<file path="config.mk">
export PLATFORM = sky130hd
export DESIGN_NAME = muldiv_unit
export DESIGN_NICKNAME = d
export VERILOG_FILES = /design/src/hdl/muldiv_pkg.sv /design/src/hdl/muldiv_step.sv /design/src/hdl/muldiv_unit.sv /design/src/hdl/operand_issue.sv /design/src/hdl/result_collect.sv
export VERILOG_INCLUDE_DIRS = /design/src /design/src/hdl
export SDC_FILE = /design/constraint.sdc
export NUM_CORES = 2
export LEC_CHECK = 0
export ABC_AREA = 0
export BUFFER_PORTS_ARGS = -buffer_cell sky130_fd_sc_hd__buf_4
export CAP_MARGIN = 40
export CORE_MARGIN = 2
export CORE_UTILIZATION = 50
export CTS_BUF_LIST = sky130_fd_sc_hd__clkbuf_4 sky130_fd_sc_hd__clkbuf_8
export DETAILED_ROUTE_END_ITERATION = 7
export PLACE_DENSITY = 0.7
export SETUP_SLACK_MARGIN = 0.15
export SKIP_CTS_REPAIR_TIMING = 1
export SLEW_MARGIN = 15
export SYNTH_ARGS = -nofsm -noshare
export SYNTH_HDL_FRONTEND = slang
export SYNTH_SLANG_ARGS = --single-unit
export TNS_END_PERCENT = 10
</file>
<file path="constraint.sdc">
create_clock -name clk -period 3.9 [get_ports clk]
set_input_delay 0.39 -clock clk [delete_from_list [all_inputs] [get_ports clk]]
set_output_delay 0.39 -clock clk [all_outputs]
set_load 0.05 [all_outputs]
</file>
<file path="src/hdl/muldiv_defs.svh">
`ifndef MULDIV_DEFS_SVH
`define MULDIV_DEFS_SVH

// datapath width of the processor
`define MD_WIDTH 16

// one bit-step per stage
// must stay equal to MD_WIDTH
`define MD_STAGES 16

// source registers the operands are picked from
`define MD_NSRC 4

`endif

</file>
<file path="src/hdl/muldiv_pkg.sv">
`default_nettype none

`include "muldiv_defs.svh"

package muldiv_pkg;

	// encoding matches the processor's operation field
	typedef enum logic [1:0] {
		op_shl = 2'd0,
		op_mul = 2'd1,
		op_div = 2'd2,
		op_shr = 2'd3
	} md_op_e;

	typedef logic [`MD_WIDTH-1:0] md_word_t;

	// one word of the pipeline, one per stage register
	typedef struct packed {
		logic valid;
		md_op_e op;
		// negate the final result
		logic neg;
		// divisor was zero
		logic dbz;
		// multiplicand, or dividend shifting out
		md_word_t a;
		// multiplier, or divisor
		md_word_t b;
		// product accumulator, or quotient
		md_word_t acc;
		// partial remainder, one bit wider than the data
		logic [`MD_WIDTH:0] rem;
	} md_stage_t;

	// output register of the unit
	typedef struct packed {
		logic done;
		logic dbz;
		md_word_t value;
	} md_result_t;

endpackage

`default_nettype wire

</file>
<file path="src/hdl/muldiv_step.sv">
`default_nettype none

`include "muldiv_defs.svh"

module muldiv_step #(
	parameter int STEP = 0
) (
	input  logic                  clk,
	input  logic                  rst,
	input  muldiv_pkg::md_stage_t stage_in,
	output muldiv_pkg::md_stage_t stage_out
);
	import muldiv_pkg::*;

	localparam int W = `MD_WIDTH;
	// dividend bit handled here, msb first
	localparam int DBIT = W - 1 - STEP;

	md_word_t addend;
	logic [W:0] trial;
	logic [W:0] divisor;
	logic fits;
	md_stage_t stage_d;
	md_stage_t payload_q;
	logic valid_q;

	// partial product of this bit
	assign addend = stage_in.a << STEP;

	// remainder is below the divisor, so its top bit is free
	assign trial = {stage_in.rem[W-1:0], stage_in.a[DBIT]};
	assign divisor = {1'b0, stage_in.b};
	assign fits = (trial >= divisor);

	always_comb begin
		stage_d = stage_in;
		case (stage_in.op)
			op_mul: begin
				if (stage_in.b[STEP]) begin
					stage_d.acc = stage_in.acc + addend;
				end
			end
			op_div: begin
				// restoring step
				stage_d.rem = trial;
				if (fits) begin
					stage_d.rem = trial - divisor;
					stage_d.acc[DBIT] = 1'b1;
				end
			end
			default: begin
				// shift result already sits in acc
				stage_d = stage_in;
			end
		endcase
	end

	always_ff @(posedge clk or posedge rst) begin
		if (rst) begin
			valid_q <= 1'b0;
		end else begin
			valid_q <= stage_in.valid;
		end
	end

	always_ff @(posedge clk) begin
		payload_q <= stage_d;
	end

	always_comb begin
		stage_out = payload_q;
		stage_out.valid = valid_q;
	end

	// holds only if every earlier step and the issue kept rem below b
	a_rem_bound: assert property (@(posedge clk) disable iff (rst)
		(stage_in.valid && stage_in.op == op_div && !stage_in.dbz)
			|-> ({1'b0, stage_in.rem} < {stage_in.b, 1'b0}));

endmodule

`default_nettype wire

</file>
<file path="src/hdl/muldiv_unit.sv">
`default_nettype none

`include "muldiv_defs.svh"

module muldiv_unit (
	input  logic                                   clk,
	input  logic                                   rst,
	input  logic                                   start,
	input  muldiv_pkg::md_op_e                     op,
	input  logic                                   signed_mode,
	input  logic [1:0]                             src1_sel,
	input  logic [1:0]                             src2_sel,
	input  muldiv_pkg::md_word_t [`MD_NSRC-1:0]    src_regs,
	output muldiv_pkg::md_word_t                   result,
	output logic                                   done,
	output logic                                   div_by_zero
);
	import muldiv_pkg::*;

	// stage_in[k] feeds step k, the last one feeds the collector
	md_stage_t stage_in [0:`MD_STAGES];

	operand_issue i_operand_issue (
		.clk         (clk),
		.rst         (rst),
		.start       (start),
		.op          (op),
		.signed_mode (signed_mode),
		.src1_sel    (src1_sel),
		.src2_sel    (src2_sel),
		.src_regs    (src_regs),
		.stage_out   (stage_in[0])
	);

	for (genvar k = 0; k < `MD_STAGES; k++) begin : g_step
		muldiv_step #(
			.STEP (k)
		) i_muldiv_step (
			.clk       (clk),
			.rst       (rst),
			.stage_in  (stage_in[k]),
			.stage_out (stage_in[k+1])
		);
	end

	result_collect i_result_collect (
		.clk         (clk),
		.rst         (rst),
		.stage_in    (stage_in[`MD_STAGES]),
		.result      (result),
		.done        (done),
		.div_by_zero (div_by_zero)
	);

endmodule

`default_nettype wire

</file>
<file path="src/hdl/operand_issue.sv">
`default_nettype none

`include "muldiv_defs.svh"

module operand_issue (
	input  logic                                   clk,
	input  logic                                   rst,
	input  logic                                   start,
	input  muldiv_pkg::md_op_e                     op,
	input  logic                                   signed_mode,
	input  logic [1:0]                             src1_sel,
	input  logic [1:0]                             src2_sel,
	input  muldiv_pkg::md_word_t [`MD_NSRC-1:0]    src_regs,
	output muldiv_pkg::md_stage_t                  stage_out
);
	import muldiv_pkg::*;

	localparam int W = `MD_WIDTH;

	md_word_t opnd1;
	md_word_t opnd2;
	md_word_t mag1;
	md_word_t mag2;
	logic [3:0] shamt;
	md_stage_t stage_d;
	md_stage_t payload_q;
	logic valid_q;

	// two's complement magnitude, 0x8000 stays 0x8000 and reads as unsigned
	function automatic md_word_t magnitude(input md_word_t v, input logic use_sign);
		if (use_sign && v[W-1]) begin
			return -v;
		end
		return v;
	endfunction

	assign opnd1 = src_regs[src1_sel];
	assign opnd2 = src_regs[src2_sel];

	assign mag1 = magnitude(opnd1, signed_mode);
	assign mag2 = magnitude(opnd2, signed_mode);

	// shift by 1 to 8 places
	assign shamt = {1'b0, opnd2[2:0]} + 4'd1;

	always_comb begin
		stage_d = '0;
		stage_d.valid = start;
		stage_d.op = op;
		case (op)
			op_shl: begin
				stage_d.a = opnd1;
				stage_d.acc = opnd1 << shamt;
			end
			op_shr: begin
				stage_d.a = opnd1;
				stage_d.acc = opnd1 >> shamt;
			end
			default: begin
				// multiply and divide run on magnitudes
				stage_d.a = mag1;
				stage_d.b = mag2;
				stage_d.neg = signed_mode & (opnd1[W-1] ^ opnd2[W-1]);
				stage_d.dbz = (op == op_div) && (opnd2 == '0);
			end
		endcase
	end

	always_ff @(posedge clk or posedge rst) begin
		if (rst) begin
			valid_q <= 1'b0;
		end else begin
			valid_q <= stage_d.valid;
		end
	end

	// payload follows the inputs every cycle, only valid qualifies it
	always_ff @(posedge clk) begin
		payload_q <= stage_d;
	end

	always_comb begin
		stage_out = payload_q;
		stage_out.valid = valid_q;
	end

	a_op_known: assert property (@(posedge clk) disable iff (rst)
		start |-> !$isunknown(op));

endmodule

`default_nettype wire

</file>
<file path="src/hdl/result_collect.sv">
`default_nettype none

module result_collect (
	input  logic                  clk,
	input  logic                  rst,
	input  muldiv_pkg::md_stage_t stage_in,
	output muldiv_pkg::md_word_t  result,
	output logic                  done,
	output logic                  div_by_zero
);
	import muldiv_pkg::*;

	md_word_t value_d;
	md_result_t res_q;

	// divide by zero wins over the sign
	always_comb begin
		if (stage_in.dbz) begin
			value_d = '1;
		end else if (stage_in.neg) begin
			value_d = -stage_in.acc;
		end else begin
			value_d = stage_in.acc;
		end
	end

	always_ff @(posedge clk or posedge rst) begin
		if (rst) begin
			res_q <= '0;
		end else begin
			res_q.done <= stage_in.valid;
			res_q.dbz <= stage_in.valid & stage_in.dbz;
			// value holds until the next result
			if (stage_in.valid) begin
				res_q.value <= value_d;
			end
		end
	end

	assign result = res_q.value;
	assign done = res_q.done;
	assign div_by_zero = res_q.dbz;

	// only a divide can carry a zero divisor
	a_dbz_only_div: assert property (@(posedge clk) disable iff (rst)
		(stage_in.valid && stage_in.dbz) |-> (stage_in.op == op_div));

endmodule

`default_nettype wire

</file>
==> After elaboration in Yosys (flattened, before gate mapping) <==
Index checks and enable logic that the tools add are counted.
W data, S select, Z words.
{ "word_totals": {"out_inout_bits": 18, "reg_bits": 1005, "input_bits": 74, "elab_cells": 356} }
{ "op_classes": {"n_reduce_logical": 7, "bitwise": 3, "order_cmp": 18, "add_sub_neg": 36, "n_eq_ne": 34, "mux": 121, "shifts": 2} }
{ "op_table": {"columns": ["op", "n"], "rows": [
  ["$mux W16", 53],
  ["$add A16 B16 Y16", 16],
  ["$ge A17 B16 Y1", 15],
  ["$sub A16 B16 Y16", 14],
  ["$bmux W16 S2", 2],
  ["$neg A16 Y16", 3],
  ["$eq A2 B2 Y1 const B", 18],
  ["$eq A2 B1 Y1 const B", 16],
  ["$pmux W1 S2", 16],
  ["$pmux W16 S2", 1],
  ["$mux W15", 2],
  ["$mux W14", 2],
  ["$mux W13", 2],
  ["$mux W12", 2],
  ["$mux W11", 2],
  ["$mux W1", 20],
  ["$mux W10", 2],
  ["$mux W18", 1],
  ["$mux W9", 2],
  ["$sub A17 B16 Y17", 1],
  ["$ge A1 B16 Y1", 1],
  ["$logic_not A16 Y1", 1],
  ["$mux W8", 2],
  ["$shl A16 B4 Y16", 1],
  ["other kinds (16)", 26]
]} }

==> Logic depth before layout (Yosys ltp) <==
{ "logic_depth": {"ltp_word": 6, "ltp_mapped": 14, "ltp_nobuf": 12} }

==> Hierarchy <==
From an unflattened synthesis, not the netlist that was laid out.
{ "hier_totals": {"cells_unflattened": 5923, "hier_area_um2": 56082.5} }
{ "modules_own_cells": {"columns": ["mod", "n_inst", "area_per_inst_um2", "seq_area_each_um2", "cells_each"], "rows": [
  ["operand_issue", 1, 4103.9, 1066.0, 420],
  ["muldiv_step at g_step[1].i_muldiv_step", 1, 3908.7, 1406.3, 438],
  ["muldiv_step at g_step[0].i_muldiv_step", 1, 3603.5, 1406.3, 396],
  ["muldiv_step at g_step[2].i_muldiv_step", 1, 3447.1, 1406.3, 390],
  ["muldiv_step at g_step[4].i_muldiv_step", 1, 3339.5, 1406.3, 368],
  ["muldiv_step at g_step[3].i_muldiv_step", 1, 3335.7, 1406.3, 365],
  ["muldiv_step at g_step[6].i_muldiv_step", 1, 3320.7, 1406.3, 355],
  ["muldiv_step at g_step[8].i_muldiv_step", 1, 3214.3, 1406.3, 341],
  ["muldiv_step at g_step[7].i_muldiv_step", 1, 3206.8, 1406.3, 320],
  ["muldiv_step at g_step[5].i_muldiv_step", 1, 3173.0, 1406.3, 341],
  ["muldiv_step at g_step[11].i_muldiv_step", 1, 3032.9, 1406.3, 300],
  ["muldiv_step at g_step[13].i_muldiv_step", 1, 2967.8, 1406.3, 308],
  ["muldiv_step at g_step[15].i_muldiv_step", 1, 2924.1, 1406.3, 306],
  ["muldiv_step at g_step[9].i_muldiv_step", 1, 2919.0, 1406.3, 291],
  ["4 more rows", null, null, null, null]
]} }

==> Least setup slack after synthesis <==
Ideal clock, no wire load.
{ "synth_timing": {"kind": "input to register", "startpoint": "input port src2_sel[0]", "endpoint": "register i_operand_issue.payload_q, in the netlist i_operand_issue.stage_out[24]", "required_ns": 3.772, "slack_ns": 0.603, "arrival_time_ns": 3.170, "path_buffers": 6, "setup_ns": 0.128, "path_stages": 12, "path_cell_list": "buf_4 buf_2 mux4_2 buf_2 inv_2 buf_2 ha_1 clkbuf_1 clkbuf_1 mux4_2 a32oi_1 nor2_1"} }
{ "synth_rtl": {"columns": ["item", "line_no", "source"], "rows": [
  ["from (decl)", "muldiv_unit.sv:12", "input logic [1:0] src2_sel,"],
  ["to (signal assigned)", "operand_issue.sv:79", "payload_q <= stage_d;"],
  ["to (decl)", "operand_issue.sv:26", "md_stage_t payload_q;"]
]} }

==> impl_metrics.py <==
metrics = {
    "power_and_ir_drop": {
        "power.internal_mw": 26.3,
        "p_leak_nw": 23.0,
        "p_total_mw": 41.6,
        "p_sw_share_pct": 36.8,
        "pwr-share-seq_pct": 35.2,
        "p_sw_mw": 15.3,
        "power_frac_comb_pct": 42.3,
        "irDropWorstVdd_uv": 357,
        "power_density_nw_per_um2": 802,
        "power_frac_clock_pct": 22.5,
    },
    "floorplanning": {
        "die_w_um": 309,
        "die-area_um2": 95200,
        "num_rows": 111,
        "initial_utilization_pct": 50.5,
        "coreArea_um2": 91800,
        "pin_count": 92,
        "die_h_um": 309,
    },
    "critical_path": {
        "cp.required_ns": 4.59,
        "cp.arrival_ns": 3.88,
        "critPathCaptureType": "register",
        "startpoint_type": "register",
        "cp_max_fo": 15,
        "worstSetupPathType": "register to register",
    },
    "yosys": {
        "yosysSeqAreaShare_pct": 43.8,
        "synth.most_common_cell": "dfxtp_1",
        "synth_area_um2": 46400,
        "synthArstFlopShare_pct": 3.48,
        "synth.area.top_cells": "dfxtp_1, ha_1, mux2i_1",
        "synth_cells": 4934,
        "synth_edf_count": 0,
        "synth.top_cell.area_share_pct": 41.9,
        "ys_top_cells_by_count": "dfxtp_1, inv_1, nand2_1",
        "ys.flop_type": "dfxtp_1",
        "ys_types": 89,
        "yosys_register_bits": 1005,
        "syn_avg_cell_area_um2": 9.40,
        "synth_fp_nets": 5420,
        "ys_warn_count": 0,
        "synth_top_area_cell": "dfxtp_1",
    },
    "global_route": {
        "antenna_found_initial": 1,
        "grt-ovfl-total": 0,
        "gr-usage-all-layers_pct": 19.7,
        "grt_pass1_vias": 33232,
        "grt_max_degree": 36,
        "grt_pass1_wl_um": 156000,
    },
    "sta": {
        "fin_tns_setup_ns": 0,
        "finalSetupViolations": 0,
        "worstMarginPinSlew_ns": 0.851,
        "rsz0062_at_grt": "no",
        "max_freq_mhz": 313,
        "period_minus_slack_ns": 3.20,
        "worst_slew_margin_rel_pct": 43.0,
        "finalCritPeriodShare_pct": 81.9,
        "clock_skew_ns": 0.0348,
        "finalMaxSlewViolations": 0,
        "hold_viol_final": 0,
    },
    "status": {
        "status": "finished, final reports clean",
    },
    "finish": {
        "final_nets": 5571,
        "fill_cells": 7975,
        "drive_gt1_share_pct": 9.76,
        "area_delta_synth_final_pct": 11.9,
    },
    "clocking": {
        "clkSinkCount": 1005,
        "clk_pin_slew_ns": 0.06,
        "clockBufferDepth": 3,
        "clock_latency_ns": 0.83,
        "htreeDepth": 4,
        "cts_made_buffers": 156,
        "cts_tree": "done",
        "cts_root_buf": "clkbuf_8",
    },
    "placed_design": {
        "portBuffers": 91,
        "hpwlAfterDp_um": 71900,
        "place_congestion": 0.904,
    },
    "route": {
        "first_iter_violations": 1655,
        "vias_per_cell": 5.26,
        "antenna_left": 0,
        "wire_per_inst_um": 14.5,
        "vias": 33912,
        "drcViolationCount": 0,
        "first_pass_iters": 6,
        "drt_wl_total_um": 93400,
    },
    "hold_path": {
        "min_path_type": "primary input to register",
    },
    "run": {
        "cap_violations": 0,
    },
}
[per-layer routing]
layer / GRT usage, % / share of wire (%) / vias up
met3: 3.31 / 3.4 / 204
met2: 36.9 / 52 / 630
met1: 21.8 / 42 / 15643
li1: - / - / 17435
met5: 0 / 0 / -
met4: 8.26 / 3.1 / 0
[state kept, by name (all words and copies together), names as in the netlist]
name / count
g_step.i_muldiv_step.stage_out: 918
i_operand_issue.stage_out: 52
g_step.i_muldiv_step.valid_q: 16
i_result_collect.result: 16
i_operand_issue.valid_q: 1
i_result_collect.div_by_zero: 1
i_result_collect.done: 1
[logic make-up (layout without fill, tap and decap cells)]
| kind of cell | after synthesis | in the layout | synth area share, % |
|---|---|---|---|
| buffers and inverters | 566 | 835 | 4.71 |
| flip-flops | 1005 | 1005 | 43.8 |
| AND/OR/NAND/NOR | 1269 | 1269 | 12.8 |
| other | 0 | 2 | 0 |
| adder cells (fa/ha/maj) | 412 | 412 | 11.6 |
| multiplexers | 246 | 246 | 6.36 |
| AO/OA/AOI/OAI | 1139 | 1139 | 15.1 |
| XOR/XNOR | 297 | 297 | 5.63 |
[critical path: stages (launching register included)]
cell       delay (ns)
dfxtp_1          0.45
inv_1            0.08
ha_1             0.29
nor2b_1          0.15
o211ai_1         0.26
nand3_1          0.18
a2111oi_2        0.40
buf_4            0.20
or3b_1           0.10
o211ai_1         0.33
buf_4            0.35
nor2_1           0.11
o22ai_1          0.07
a21boi_1         0.13
[cells in the final DEF, fill, tap and decap left out, drive strengths merged, types with 24 or more instances in the layout]
master	count
dfrtp	35
o21a	46
nand2b	51
a211oi	31
mux4	34
inv	431
and2	26
nor2	359
o211ai	31
nand3	79
a21boi	24
a31oi	57
a21o	86
and3	26
ha	384
buf	129
nand4	40
or2	26
mux2	36
o21ai	335
or3	42
nand2	405
dfxtp	970
xor2	114
o21bai	28
xnor2	183
mux2i	176
fa	28
clkbuf	242
o31ai	33
nor3	75
a21oi	345
nor2b	68
[worst paths after layout]
path                                                  startpoint                               endpoint  slack (ns)  cells after the start
setup reg to reg           g_step[0].i_muldiv_step.stage_out[34]  g_step[1].i_muldiv_step.stage_out[31]        0.70                     13
setup / recovery           g_step[0].i_muldiv_step.stage_out[34]  g_step[1].i_muldiv_step.stage_out[31]        0.70                     13
hold / removal                                      src_regs[32]          i_operand_issue.stage_out[49]        0.04                      2
min in group asynchronous                                    rst        g_step[1].i_muldiv_step.valid_q        0.25                      4
hold reg to reg            g_step[5].i_muldiv_step.stage_out[22]  g_step[6].i_muldiv_step.stage_out[22]        0.32                      0
max in group asynchronous                                    rst            i_result_collect.result[13]        3.33                      4
[power by group through the flow]
stage / clock [mW] / sequential [mW] / combinational, mW
floorplan: 0 / 14.4 / 14.3
global placement: 0 / 14.9 / 17.1
detailed placement: 0 / 14.9 / 17.5
CTS: 9.62 / 14.7 / 17.6
global route: 10.1 / 15.0 / 19.8
finish: 9.35 / 14.7 / 17.6
[metrics by stage]
step / util, % / hold WS [ns] / area, µm² / cells / setup slack (ns)
after CTS: 56.4 / -0.397 / 51800 / 6440 / 0.703
after global routing: 56.5 / 0.0206 / 51900 / 6448 / 0.408
after detailed placement: 52.7 / 0.312 / 48400 / 6164 / 0.535
after global placement: 52.6 / 0.310 / 48200 / 6155 / 0.542
final: 56.5 / 0.0404 / 51900 / 6448 / 0.705
after floorplan: - / 0.310 / 46400 / 4934 / 0.603
[cell type report]
cell class,count,area (µm²),area share (%)
antenna,2,5.00,0.00965
multi-input combinational,3363,23900,46.1
sequential,1005,20300,39.1
clock inverter,34,389,0.750
clock buffer,242,3040,5.85
inverter,425,1600,3.08
tap,1243,1560,3.00
timing repair buffer,134,1090,2.11
No activity file was read; power rests on OpenSTA's default activity.
